$ cat config.mk
export PLATFORM = sky130hd
export DESIGN_NAME = alu
export DESIGN_NICKNAME = d
export VERILOG_FILES = /design/src/source/rvPkg.sv /design/src/source/alu.sv
export SDC_FILE = /design/constraint.sdc
export NUM_CORES = 1
export LEC_CHECK = 0
export BUFFER_PORTS_ARGS = -buffer_cell sky130_fd_sc_hd__buf_2
export CORE_ASPECT_RATIO = 1.75
export CORE_MARGIN = 2
export CORE_UTILIZATION = 43
export DETAILED_ROUTE_END_ITERATION = 8
export PLACE_DENSITY_LB_ADDON = 0.25
export SLEW_MARGIN = 10
export SYNTH_ARGS = -nofsm -noshare
export SYNTH_HDL_FRONTEND = slang
export SYNTH_SLANG_ARGS = --single-unit
$ cat constraint.sdc
create_clock -name vclk -period 7.6
set_input_delay 2.28 -clock vclk [all_inputs]
set_output_delay 2.28 -clock vclk [all_outputs]
set_load 0.01 [all_outputs]
$ cat src/source/rvPkg.sv
`default_nettype none
package rvPkg;
	localparam int DataWidth = 32;
	localparam int AddrWidth = 32;
	localparam int MemWords = 256;
	localparam int MemIndexWidth = $clog2(MemWords);

	localparam logic [6:0] OpReg = 7'b0110011;
	localparam logic [6:0] OpImm = 7'b0010011;
	localparam logic [6:0] OpLoad = 7'b0000011;
	localparam logic [6:0] OpStore = 7'b0100011;
	localparam logic [6:0] OpBranch = 7'b1100011;
	localparam logic [6:0] OpJal = 7'b1101111;
	localparam logic [6:0] OpJalr = 7'b1100111;
	localparam logic [6:0] OpLui = 7'b0110111;
	localparam logic [6:0] OpAuipc = 7'b0010111;

	localparam logic [3:0] AluAdd = 4'd0;
	localparam logic [3:0] AluSub = 4'd1;
	localparam logic [3:0] AluSll = 4'd2;
	localparam logic [3:0] AluSlt = 4'd3;
	localparam logic [3:0] AluSltu = 4'd4;
	localparam logic [3:0] AluXor = 4'd5;
	localparam logic [3:0] AluSrl = 4'd6;
	localparam logic [3:0] AluSra = 4'd7;
	localparam logic [3:0] AluOr = 4'd8;
	localparam logic [3:0] AluAnd = 4'd9;
	localparam logic [3:0] AluEq = 4'd10;
	localparam logic [3:0] AluNe = 4'd11;
	localparam logic [3:0] AluGe = 4'd12;
	localparam logic [3:0] AluGeu = 4'd13;

	localparam logic [1:0] PcAdd4 = 2'd0;
	localparam logic [1:0] PcAddImm = 2'd1;
	localparam logic [1:0] PcSet = 2'd2;
	localparam logic [1:0] PcHold = 2'd3;

	typedef union packed {
		logic [31:0] raw;
		struct packed {
			logic [6:0] funct7;
			logic [4:0] rs2;
			logic [4:0] rs1;
			logic [2:0] funct3;
			logic [4:0] rd;
			logic [6:0] opcode;
		} r;
		struct packed {
			logic [11:0] imm12;
			logic [4:0] rs1;
			logic [2:0] funct3;
			logic [4:0] rd;
			logic [6:0] opcode;
		} i;
		struct packed {
			logic [6:0] immHigh;
			logic [4:0] rs2;
			logic [4:0] rs1;
			logic [2:0] funct3;
			logic [4:0] immLow;
			logic [6:0] opcode;
		} s;
		struct packed {
			logic immSign; // imm[12]
			logic [5:0] immMid; // imm[10:5]
			logic [4:0] rs2;
			logic [4:0] rs1;
			logic [2:0] funct3;
			logic [3:0] immLow; // imm[4:1]
			logic immBit11;
			logic [6:0] opcode;
		} b;
		struct packed {
			logic [19:0] imm20;
			logic [4:0] rd;
			logic [6:0] opcode;
		} uj;
	} instrWord;
endpackage
`default_nettype wire

$ cat src/source/alu.sv
`timescale 1ns/1ps
`default_nettype none
module alu (
	input wire [3:0] aluOp,
	input wire [rvPkg::DataWidth-1:0] aluX,
	input wire [rvPkg::DataWidth-1:0] aluY,
	output logic [rvPkg::DataWidth-1:0] aluResult
);

	logic [4:0] shamt;

	assign shamt = aluY[4:0];

	always_comb
	begin
		aluResult = '0; // compares only set bit 0
		case (aluOp)
			rvPkg::AluAdd: aluResult = aluX + aluY;
			rvPkg::AluSub: aluResult = aluX - aluY;
			rvPkg::AluSll: aluResult = aluX << shamt;
			rvPkg::AluSrl: aluResult = aluX >> shamt;
			rvPkg::AluSra: aluResult = $signed(aluX) >>> shamt;
			rvPkg::AluXor: aluResult = aluX ^ aluY;
			rvPkg::AluOr: aluResult = aluX | aluY;
			rvPkg::AluAnd: aluResult = aluX & aluY;
			rvPkg::AluSlt: aluResult[0] = $signed(aluX) < $signed(aluY);
			rvPkg::AluSltu: aluResult[0] = aluX < aluY;
			rvPkg::AluEq: aluResult[0] = aluX == aluY;
			rvPkg::AluNe: aluResult[0] = aluX != aluY;
			rvPkg::AluGe: aluResult[0] = $signed(aluX) >= $signed(aluY);
			rvPkg::AluGeu: aluResult[0] = aluX >= aluY;
			default: aluResult = '0;
		endcase
	end

endmodule
`default_nettype wire

* Word level (Yosys, flattened, before mapping) *
Index checks and enable logic that the tools add are counted.

cells by class
  add/sub/neg operators = 2
  multipliers = 0
  divide/modulo/power cells = 0
  $lt $le $gt $ge = 4
  eq/ne operators = 15
  shifts and indexed selects = 3
  muxes and demuxes = 2
  bitwise operators = 3
  reductions and logical operators = 1

operators with widths
  cell                                            count
  case mux 31 bit (8 select lines)                1
  greater-or-equal comparator 32 bit              2
  less-than comparator 32 bit                     2
  adder 32 bit                                    1
  AND 32 bit                                      1
  == test 32 bit                                  1
  != test 32 bit                                  1
  OR 32 bit                                       1
  left shift 32 x 5 -> 32 bit                     1
  >> shifter 32 x 5 -> 32 bit                     1
  >>> shifter 32 x 5 -> 32 bit                    1
  subtractor 32 bit                               1
  XOR 32 bit                                      1
  == test 4 bit (second input constant)           6
  == test 4 x 3 -> 1 bit (second input constant)  4
  case mux 1 bit (14 select lines)                1
  == test 4 x 2 -> 1 bit (second input constant)  2
  == test 4 x 1 -> 1 bit (second input constant)  1
  zero test 4 bit                                 1

storage, ports and cells
  register bits = 0
  bits in latches = 0
  memory bits (writable) = 0
  bits in read-only memories = 0
  input bits = 68
  output and inout bits = 32
  word-level logic and storage cells = 30
  memories = 0

* Longest topological paths before layout *
Gate-level depths: netlist of run 1.

  depth after elaboration = 2
  mapped depth = 16
  depth with buffers taken out = 13

* Worst setup path before layout of run 1 *
No wires, ideal clock.

  path kind = input-to-output
  start point = input aluY[2] (netlist bit)
  end point = output aluResult[28] (netlist bit)
  data arrival time = 5.572 ns
  data required time = 5.320 ns
  setup slack = -0.252 ns
  stages on the path = 16
  buffers on the path = 5
  cells stage by stage = buf_6 clkinv_1 buf_2 buf_2 buf_1 ha_1 buf_2 a211oi_1 o21a_1 o211ai_1 a311oi_2 o21ai_0 a211oi_1 a21oi_1 xnor2_1 o21ai_0

between the ends
  word-level cells in the longest chain between the ends = 2
  elaborated cells on any way between the ends = 6
  those cells by class = add/sub: 2; shift: 3; mux: 1

RTL lines
  element                                    RTL line   text
  from (decl)                                alu.sv:6   input wire [rvPkg::DataWidth-1:0] aluY,
  subtractor 32 bit (tied with other cells)  alu.sv:19  rvPkg::AluSub: aluResult = aluX - aluY;
  case mux 31 bit (8 select lines) *         alu.sv:17  case (aluOp)
  to (decl)                                  alu.sv:7   output logic [rvPkg::DataWidth-1:0] aluResult

Mark *: on every way between the ends. The rest lies on a longest branch, timed or not.

* Worst setup path in the final report of run 1 *
  start point = input aluY[0] (netlist bit)
  end point = output aluResult[6] (netlist bit)

The elaborated chain is that of the path after synthesis.

==> results, run 1 <==
- The flow ran to the end, and the final reports show no timing, DRC or antenna violations.
- The share of the Yosys chip area taken by registers is 0.
- The global-route usage over all layers is 0.382.
- The final instance count without filler cells is 1667.
- The part of the cycle the worst path needs is 0.992.
- After synthesis, the netlist uses 78 different library cells.
- The area of the multi-input gates is 8110 um2.
- At the pin with the least slew margin, the transition time is 1.19 ns.
- The net count of the mapped netlist is 1444.
- The filler cell count is 2098.
- The first global-routing pass estimated 64800 um of wire.
- The width of the chip is 113 um.
- The path class of the tightest hold or removal check is in -> out.
- The number of warnings printed during yosys synthesis is 0.
- Setup violations remaining at the end of the flow were counted as 0.
- The full die area is 21800 um2.
- The number of max-slew violations in the final report is 0.
- Entering global routing, the biggest net connects 77 pins.
- Once routing completed, OpenROAD measured the worst setup slack at 0.0576 ns.
- The register area is 0 um2.
- The maximum single-stage delay on the critical path is 1.03 ns.
- Detailed routing inserted a total of 11357 vias.
- Counting tap cells, the placed design contains a total of 1663 instances.
- The core footprint is 20300 um2.
- The mapped cell area is 8870 um2.
- The type of origin of the critical path is an input pin.
- The number of antenna violations at the first check in global routing was 1.
- The floorplan has 69 rows.
- After the first detailed-routing iteration, the DRC count stood at 1361.
- Timing analysis after detailed placement gives a worst setup slack of 0.0495 ns.
- Before antenna repair, the detailed router went through 8 iterations.
- For the worst setup path, the data arrival time is 5.26 ns.
- The share of post-route cells with drive strength above 1 is 0.230.
- Among the stages of the critical path, the cell type that occurs most often is sky130_fd_sc_hd__mux2i_1.
- The global placer's final weighted congestion is 1.06.
- The largest voltage drop on the vdd net is 0.0430 mV.
- The max-cap check violation count is 0.
- After detailed routing, the average wire length per cell comes to 26.5 um.
- The clock period could shrink to 7.54 ns.
- The number of global-route vias before repair is 10774.
- The worst slack on hold paths is 5.09 ns.
- Together, buffers and inverters on the worst path number 3.
- Setup repair after global routing left no endpoint under its margin.
- The maximum fanout count along the critical path is 38.
- The total of hold buffers inserted after clock tree synthesis is 0.
- The overall routed net length is 44100 um.
- For this run, the share of the core covered by cells in the final layout is 0.514.
- The slowest stage of the critical path is the sky130_fd_sc_hd__a2111oi_0 cell.
- The count of clock buffers in the final design is 0.
- The total overflow left after global routing is 0.
- After detailed routing, the number of vias per cell comes to 6.81.
- The critical setup path kind is in -> out.
- The worst setup path is captured at a primary output.
- The number of flip-flops and latches is 0.
- The placed wire-length estimate after detailed placement is 34700 um.
- The critical path goes through buf_4 > buf_16 > mux2i_1 > mux2i_1 > nor2_1 > a2111oi_0 > o21ai_0 > o2111ai_1 > buf_2.
- The number of hold violations in the final report was 0.
- The number of routed nets with antenna violations is 0.
- Dividing total power by cell area gives a power density of 80.1 nW/um2.
- The count of inserted antenna diode cells is 0.
- STA puts the critical path data required time at 5.32 ns.
- The number of port buffers is 100.
- Relative to the synthesized area, the layout overhead comes to 17.6%.
- The relative slew slack is 0.185.
- In this run the vertical extent of the chip is 194 um.
- In this run the count of I/O pins placed on the die edge is 100.
- For this design the static power due to leakage is 4.74 nW.
- In the final timing run, aggregate negative setup slack is 0 ns.
- The achievable clock frequency is 0.133 GHz.
- The effective utilization at floorplan is 0.437.
- The family with the most delay on the worst path is compound AO/OA/AOI/OAI gates.
- After detailed routing, the number of remaining DRC violations is 0.
- After the last flow step, the layout net total stands at 1591.
- In the synthesized netlist, the number of instances is 1274.
- Each instance of the synthesized netlist takes up on average 6.97 um2.
## cells in the mapped netlist, types with 9 or more instances
| master | number | area share |
|---|---|---|
| sky130_fd_sc_hd__xnor2_1 | 15 | 0.015 |
| sky130_fd_sc_hd__o22ai_1 | 18 | 0.013 |
| sky130_fd_sc_hd__or3_1 | 17 | 0.012 |
| sky130_fd_sc_hd__a22oi_1 | 11 | 0.0093 |
| sky130_fd_sc_hd__inv_1 | 92 | 0.039 |
| sky130_fd_sc_hd__o31ai_1 | 9 | 0.0076 |
| sky130_fd_sc_hd__o2111ai_1 | 12 | 0.012 |
| sky130_fd_sc_hd__nor3_1 | 29 | 0.016 |
| sky130_fd_sc_hd__o21ai_0 | 93 | 0.052 |
| sky130_fd_sc_hd__clkbuf_1 | 63 | 0.027 |
| sky130_fd_sc_hd__nor2b_1 | 9 | 0.0063 |
| sky130_fd_sc_hd__nor2_1 | 166 | 0.070 |
| sky130_fd_sc_hd__o221ai_1 | 10 | 0.0099 |
| sky130_fd_sc_hd__a221oi_1 | 22 | 0.022 |
| sky130_fd_sc_hd__mux2i_1 | 46 | 0.052 |
| sky130_fd_sc_hd__o211ai_1 | 25 | 0.021 |
| sky130_fd_sc_hd__buf_6 | 12 | 0.015 |
| sky130_fd_sc_hd__buf_2 | 14 | 0.0079 |
| sky130_fd_sc_hd__nand2_1 | 98 | 0.041 |
| sky130_fd_sc_hd__nand2b_1 | 16 | 0.011 |
| sky130_fd_sc_hd__a211oi_1 | 20 | 0.017 |
| sky130_fd_sc_hd__nand3_1 | 26 | 0.015 |
| sky130_fd_sc_hd__ha_1 | 100 | 0.14 |
| sky130_fd_sc_hd__a21o_1 | 24 | 0.020 |
| sky130_fd_sc_hd__a21oi_1 | 101 | 0.057 |
| sky130_fd_sc_hd__nand4_1 | 12 | 0.0085 |
| sky130_fd_sc_hd__a31oi_1 | 11 | 0.0078 |
| sky130_fd_sc_hd__mux4_2 | 47 | 0.12 |
## routing by layer
metal	routed length, um	global-route usage
met1	15400	0.452
met2	21100	0.649
met3	3660	0.0413
met4	3950	0.245
met5	0	0
## worst paths after layout
path / depth (start not counted) / startpoint / endpoint
hold / removal: 5 / aluY[7] / aluResult[7]
setup / recovery: 9 / aluY[0] / aluResult[6]
## kinds of logic (layout without fill, tap and decap cells)
| kind of cell | count (synthesis) | after routing | share of synthesized area |
|---|---|---|---|
| AO/OA/AOI/OAI | 442 | 442 | 0.335 |
| XOR/XNOR | 19 | 19 | 0.0188 |
| buffers and inverters | 194 | 339 | 0.0964 |
| multiplexers | 103 | 103 | 0.190 |
| adder cells (fa/ha/maj) | 102 | 102 | 0.146 |
| AND/OR/NAND/NOR | 414 | 414 | 0.213 |
## stage by stage
stage	total power (W)	instance area, um2
final	0.000836	10400
after global routing	0.000884	10400
after CTS	0.000797	10300
after detailed placement	0.000793	10300
after global placement	0.000793	10300
after floorplan	0.000483	8880
## layout make-up
class	count	share of cell area
well taps	248	0.0297
multi-input cells	1080	0.778
repair buffers	245	0.159
inverters	94	0.0338
## power by group
group	switching (W)	total, W	internal, W
sequential	0	0	0
combinational	0.000505	0.000836	0.000331
clock	0	0	0
total	0.000505	0.000836	0.000331
## placed cells by master (no fill, tap or decap), types with 7 or more instances in the layout
cell type,synthesis,routed
sky130_fd_sc_hd__o31ai_1,9,9
sky130_fd_sc_hd__mux4_2,47,47
sky130_fd_sc_hd__a22oi_1,11,11
sky130_fd_sc_hd__nor2_1,166,166
sky130_fd_sc_hd__a211oi_1,20,19
sky130_fd_sc_hd__nand2_1,98,98
sky130_fd_sc_hd__o211ai_1,25,25
sky130_fd_sc_hd__o2111ai_1,12,12
sky130_fd_sc_hd__a31oi_1,11,11
sky130_fd_sc_hd__a211o_1,8,8
sky130_fd_sc_hd__a21oi_1,101,101
sky130_fd_sc_hd__nand3_1,26,26
sky130_fd_sc_hd__or3_1,17,17
sky130_fd_sc_hd__mux2i_1,46,46
sky130_fd_sc_hd__buf_2,14,98
sky130_fd_sc_hd__ha_1,100,99
sky130_fd_sc_hd__a221oi_1,22,21
sky130_fd_sc_hd__nand4_1,12,12
sky130_fd_sc_hd__o21ai_0,93,90
sky130_fd_sc_hd__o221ai_1,10,10
sky130_fd_sc_hd__inv_1,92,92
sky130_fd_sc_hd__nor4_1,7,7
sky130_fd_sc_hd__nor3_1,29,27
sky130_fd_sc_hd__nor2b_1,9,9
sky130_fd_sc_hd__buf_4,4,142
sky130_fd_sc_hd__nand2b_1,16,16
sky130_fd_sc_hd__o21bai_1,7,7
sky130_fd_sc_hd__a21o_1,24,24
sky130_fd_sc_hd__o22ai_1,18,18
sky130_fd_sc_hd__xnor2_1,15,15
sky130_fd_sc_hd__o21a_1,8,8
## repair_timing
item / 4_1_cts / 5_1_grt
resized for setup: 0 / 15
buffers inserted: 0 / 3
setup endpoints to repair: 0 / 13
No activity file was read; power rests on OpenSTA's default activity.
==> run 2: changes to the inputs <==
--- a/config.mk
+++ b/config.mk
@@ -10,7 +10,7 @@
 export CORE_MARGIN = 2
 export CORE_UTILIZATION = 43
 export DETAILED_ROUTE_END_ITERATION = 8
-export PLACE_DENSITY_LB_ADDON = 0.25
+export PLACE_DENSITY = 0.6
 export SLEW_MARGIN = 10
 export SYNTH_ARGS = -nofsm -noshare
 export SYNTH_HDL_FRONTEND = slang
==> results, run 2 (synthesis gave the netlist of run 1 again) <==
- The count of cell instances traversed by the critical path is 14.
- The share of total power dissipated in combinational logic is 1.000.
- Leaving out fill and tap cells, the most frequent cell in the layout is sky130_fd_sc_hd__nor2_1.
- The path class of the tightest hold or removal check is in -> out.
- The kind of cell with the highest combined delay along the critical path is compound AO/OA/AOI/OAI gates.
- Across the VDD grid, the largest voltage drop is 0.0418 mV.
- The die covers 21800 um2.
- In this run the horizontal extent of the chip is 113 um.
- For this run, the slowest stage of the critical path takes 0.49 ns.
- The worst slack on hold paths is 5.19 ns.
- The type of origin of the critical path is an input pin.
- Across the whole layout, storage elements account for 0 um2.
- The core footprint is 20300 um2.
- The layout has 0 clock buffers.
- The number of flip-flops and latches is 0.
- Counting the fill cells in the layout gives 2154.
- The number of global-route vias before repair is 10791.
- The effective utilization at floorplan is 0.437.
- The clock share of power is 0.
- The share of power burned in registers is 0.
- The area of all placed cells without fillers is 10200 um2.
- STA puts the critical path data arrival time at 5.30 ns.
- Detailed placement ended at an HPWL of 36400 um.
- The overall routed net length is 45400 um.
- The number of remaining DRC errors is 0.
- The internal power is 0.000317 W.
- The first detailed-routing pass took 6 iterations.
- The repair_antennas step left the layout with diodes totalling 0.
- The maximum fanout count along the critical path is 9.
- The number of vias in the routed layout is 11282.
- The number of nets in the layout is 1572.
- Data on the critical path is required at its endpoint by 5.32 ns.
- For this design the static power due to leakage is 4.63 nW.
- The congestion estimate from routability-driven global placement came to 1.06.
- The area added between synthesis and finish is 15.3%.
- The total I/O pin count is 100.
- Once the clock tree was built, the setup fixing pass inserted 0 buffers.
- The critical path buffer and inverter count is 5.
- The first global-routing pass estimated 66400 um of wire.
- The cell area reported after detailed placement is 10200 um2.
- The run finished with clean final reports.
- The worst pin sits at a relative slew slack of 0.260.
- In this run the vertical extent of the chip is 194 um.
- For this design, the slowest cell found on the critical path is sky130_fd_sc_hd__ha_1.
- The DRC marker count from the first detailed-route iteration is 1336.
- In the finished design, the share of the clock period the worst path needs comes to 0.998.
- The slew of the pin with the lowest slew margin is 1.08 ns.
- The share of post-route cells with drive strength above 1 is 0.219.
- Summed over all nets, the switching power comes to 0.000511 W.
- The critical path goes through buf_2 > inv_1 > ha_1 > nand4_1 > a2111oi_4 > buf_4 > o21ai_1 > o22ai_1 > buf_4 > a221o_1 > o211ai_1 > xor2_1 > o21ai_0 > buf_2.
- In the routed layout, each cell is associated on average with a via count of 6.85.
- The global-route congestion overflow total is 0.
- The most critical setup path has its endpoint at aluResult[31].
- The number of antenna violations at the first check in global routing is 0.
- In this run the remaining antenna-violating nets after routing total 0.
- Entering global routing, the biggest net connects 68 pins.
- Subtracting the final worst setup slack from the clock period gives 7.58 ns.
- Tracing the worst setup path back leads to its startpoint at aluY[4].
- The final-report setup violation count is 0.
- The max-cap check violation count is 0.
- Counting tap cells, the placed design contains a total of 1648 instances.
- In the layout the commonest cells are sky130_fd_sc_hd__nor2_1 (166), sky130_fd_sc_hd__buf_4 (124), sky130_fd_sc_hd__a21oi_1 (100), sky130_fd_sc_hd__ha_1 (100), sky130_fd_sc_hd__buf_2 (99).
- In the global route stage, overall resource usage came out at 0.395.
- The number of max-slew violations in the final report came to 0.
- The finished layout holds 1648 standard cells, fillers aside.
- During placement, the flow inserted port buffers numbering 100.
- The initialized floorplan defines 69 standard-cell rows.
- The critical setup path kind is in -> out.
- The switching fraction of total power is 0.617.
- The nature of the critical path endpoint is a primary output.
- The number of hold violations in the final report is 0.
- Dividing the detail-routed wire length by the instance count gives 27.6 um.
- The ratio of total power to cell area is 81.0 nW/um2.
- Based on the critical path, the design can be clocked at up to 0.132 GHz.
==> run 2: per-layer routing <==
layer,share of wire,GRT usage,up-vias
met4,0.076,0.227,0
met1,0.36,0.468,5377
met3,0.068,0.0322,180
met2,0.49,0.688,678
li1,-,-,5047
met5,0,0,-
==> run 2: final cells by class <==
cell class         count  area (um2)  area share
multi-input cells   1080        8090       0.791
well taps            248         310      0.0303
inverters             94         353      0.0345
repair buffers       226        1480       0.144
==> run 2: how the worst min path moves through the flow <==
stage	startpoint	endpoint	slack (ns)	cells after the start
global placement	aluX[15]	aluResult[15]	5.19	6
CTS	aluX[15]	aluResult[15]	5.19	6
floorplan	aluY[7]	aluResult[7]	4.84	3
finish	aluX[15]	aluResult[15]	5.19	6
detailed placement	aluX[15]	aluResult[15]	5.19	6
global route	aluX[15]	aluResult[15]	5.22	6
==> run 2: what timing repair did <==
action	CTS	global route
endpoints found under the setup margin	1	6
hold buffers	0	0
resized for setup	1	10
==> run 2: metrics by stage <==
stage | power, W | setup WS (ns) | util | setup TNS [ns]
final | 0.000828 | 0.0187 | 0.504 | 0
after global routing | 0.000872 | -0.0436 | 0.504 | -0.0923
after CTS | 0.000798 | 0.00215 | 0.502 | 0
after detailed placement | 0.000794 | 0.00523 | 0.502 | 0
after global placement | 0.000796 | 0.0387 | 0.502 | 0
after floorplan | 0.000483 | 0.00106 | - | 0
==> run 2: power by group through the flow <==
stage	Combinational, W	Sequential [W]	Clock (W)
4_1_cts	0.000798	0	0
5_1_grt	0.000872	0	0
3_5_place_dp	0.000794	0	0
3_3_place_gp	0.000796	0	0
2_1_floorplan	0.000483	0	0
6_report	0.000828	0	0
==> run 3: changes to the inputs <==
--- a/config.mk
+++ b/config.mk
@@ -6,11 +6,12 @@
 export NUM_CORES = 1
 export LEC_CHECK = 0
 export BUFFER_PORTS_ARGS = -buffer_cell sky130_fd_sc_hd__buf_2
+export CAP_MARGIN = 15
 export CORE_ASPECT_RATIO = 1.75
 export CORE_MARGIN = 2
 export CORE_UTILIZATION = 43
 export DETAILED_ROUTE_END_ITERATION = 8
-export PLACE_DENSITY = 0.6
+export PLACE_DENSITY = 0.58
 export SLEW_MARGIN = 10
 export SYNTH_ARGS = -nofsm -noshare
 export SYNTH_HDL_FRONTEND = slang
==> constraint.sdc (replaced) <==
create_clock -name vclk -period 7.05
set_input_delay 2.115 -clock vclk [all_inputs]
set_output_delay 2.115 -clock vclk [all_outputs]
set_load 0.01 [all_outputs]
==> results, run 3 (synthesis gave the netlist of run 1 again) <==
- The number of global-route vias before repair came to 11468.
- The number of antenna violations at the first check in global routing is 4.
- The part of the cycle the worst path needs is 1.01.
- Subtracting the final worst setup slack from the clock period gives 7.13 ns.
- For this run, the detailed router's first-pass iteration total came to 5.
- The worst pin sits at a relative slew slack of 0.393.
- Summing over every cut layer, the via total after detailed routing is 11833.
- Entering global routing, the biggest net connects 61 pins.
- From bottom edge to top edge, the die measures 194 um.
- Compared with the post-synthesis result, the final layout area differs by 25.3%.
- The global placer's final weighted congestion is 1.03.
- The number of max-slew violations in the final report is 0.
- The filler cell count is 2095.
- The flow ran to the end, but the final reports show violations.
- The number of placed instances, taps included, is 1721.
- Input and output buffers added on the ports amount to 100.
- The worst slack on hold paths is 4.85 ns.
- The HPWL after detailed placement is 38000 um.
- The final instance count without filler cells is 1732.
- At the pin with the least slew margin, the transition time is 0.904 ns.
- The achievable clock frequency is 0.140 GHz.
- The number of remaining DRC errors is 0.
- Across the whole layout, storage elements account for 0 um2.
- The total I/O pin count is 100.
- For this run the aggregate overflow at the end of global routing stands at 0.
- The number of flip-flops and latches is 0.
- Dividing the detail-routed wire length by the instance count gives 27.9 um.
- In the final layout, the share of cells above drive strength 1 is 0.285.
- In this run, post-CTS hold repair placed 0 buffers.
- IR analysis of the VDD net gives a maximum drop of 0.0470 mV.
- The first global-routing pass estimated 70900 um of wire.
- Setup repair after global routing could not meet its margin everywhere.
- Data on the critical path is required at its endpoint by 4.93 ns.
- The cell leakage power is 5.07 nW.
- The overall routed net length is 48400 um.
- The effective utilization at floorplan is 0.437.
- The floorplan row count is 69.
- After layout, the clock buffer instance count stands at 0.
- The global-route usage over all layers is 0.423.
- The width of the chip is 113 um.
- After layout, the worst setup slack is -0.0761 ns.
- The critical setup path kind is in -> out.
- Setup violations remaining at the end of the flow were counted as 3.
- The nature of the critical path endpoint is a primary output.
- In this run the worst path has a maximum fanout of 8.
- The total negative setup slack is -0.137 ns.
- The total area inside the core boundary comes to 20300 um2.
- Max-cap violations in this run came to 0.
- The data arrival time of the worst path is 5.01 ns.
- The min-delay analysis places its worst path in the category in -> out.
- The full die area is 21800 um2.
- The final reports fail on setup timing.
- The number of hold violations in the final report is 0.
- Power spread over the standard cell area amounts to 88.9 nW/um2.
- The type of origin of the critical path is an input pin.
- The per-cell via count in the routed design is 6.83.
- After the first detailed-routing iteration, the DRC count stood at 1287.
- The final layout contains 1654 nets.
- In this run the remaining antenna-violating nets after routing total 0.
- In the layout the commonest cells are sky130_fd_sc_hd__buf_4 (204), sky130_fd_sc_hd__nor2_1 (164), sky130_fd_sc_hd__a21oi_1 (99), sky130_fd_sc_hd__buf_2 (98), sky130_fd_sc_hd__nand2_1 (97).
- The leading cell type in the layout, fill and taps excluded is sky130_fd_sc_hd__buf_4.
## run 3: cell types whose count changed in the layout (fill, tap and decap cells not counted), sizes merged
cell,before,now
clkbuf,0,2
diode,0,2
buf,226,306
## run 3: repair_timing
item | 4_1_cts | 5_1_grt
setup endpoints to repair | 8 | 20
cloned | 0 | 2
buffers inserted | 3 | 4
resized for setup | 12 | 48
pin swaps | 9 | 19
## run 3: through the flow
stage / setup slack (ns) / power (W) / area, um2 / utilization
after floorplan: 0.00177 / 0.000524 / 8910 / -
after global placement: -0.201 / 0.000916 / 10800 / 0.530
after detailed placement: -0.204 / 0.000914 / 10800 / 0.530
after CTS: 0.000956 / 0.000926 / 10800 / 0.534
after global routing: -0.0862 / 0.00105 / 11100 / 0.548
final: -0.0761 / 0.000989 / 11100 / 0.548
## run 3: where the power goes
part / internal [W] / switching [W] / total, W / leakage (nW)
logic: 0.000401 / 0.000588 / 0.000989 / 5.07
clock network: 0.0000000000526 / 0 / 0.0000000000526 / 0.0000127
registers: 0 / 0 / 0 / 0
## run 3: final cells by class
| cell class | instances | area, um2 | share of cell area |
|---|---|---|---|
| timing repair buffer | 308 | 2150 | 0.193 |
| tap | 248 | 310 | 0.0279 |
| antenna | 2 | 5.00 | 0.000450 |
| multi-input combinational | 1080 | 8300 | 0.746 |
| inverter | 94 | 359 | 0.0323 |
## run 3: final timing paths
check / startpoint / end / slack, ns / cells after the start
worst max-delay path: aluX[20] / aluResult[0] / -0.08 / 12
worst min-delay path: aluY[7] / aluResult[7] / 4.85 / 5
## run 3: per-layer routing
| layer | up-vias | GRT usage | wire length, um |
|---|---|---|---|
| met2 | 709 | 0.731 | 23400 |
| met3 | 262 | 0.106 | 4100 |
| met4 | 2 | 0.276 | 4440 |
| met5 | - | 0 | 16 |
| li1 | 5203 | - | - |
| met1 | 5657 | 0.449 | 16400 |
## run 3: worst max-delay path, cell delays in order
cell                       delay (ns)
sky130_fd_sc_hd__buf_2           0.09
sky130_fd_sc_hd__inv_1           0.10
sky130_fd_sc_hd__ha_1            0.46
sky130_fd_sc_hd__nor3_1          0.47
sky130_fd_sc_hd__nand2b_1        0.23
sky130_fd_sc_hd__o21a_1          0.25
sky130_fd_sc_hd__o22ai_1         0.32
sky130_fd_sc_hd__a21o_1          0.14
sky130_fd_sc_hd__and2_1          0.19
sky130_fd_sc_hd__mux2i_1         0.21
sky130_fd_sc_hd__nand4_1         0.22
sky130_fd_sc_hd__buf_2           0.21
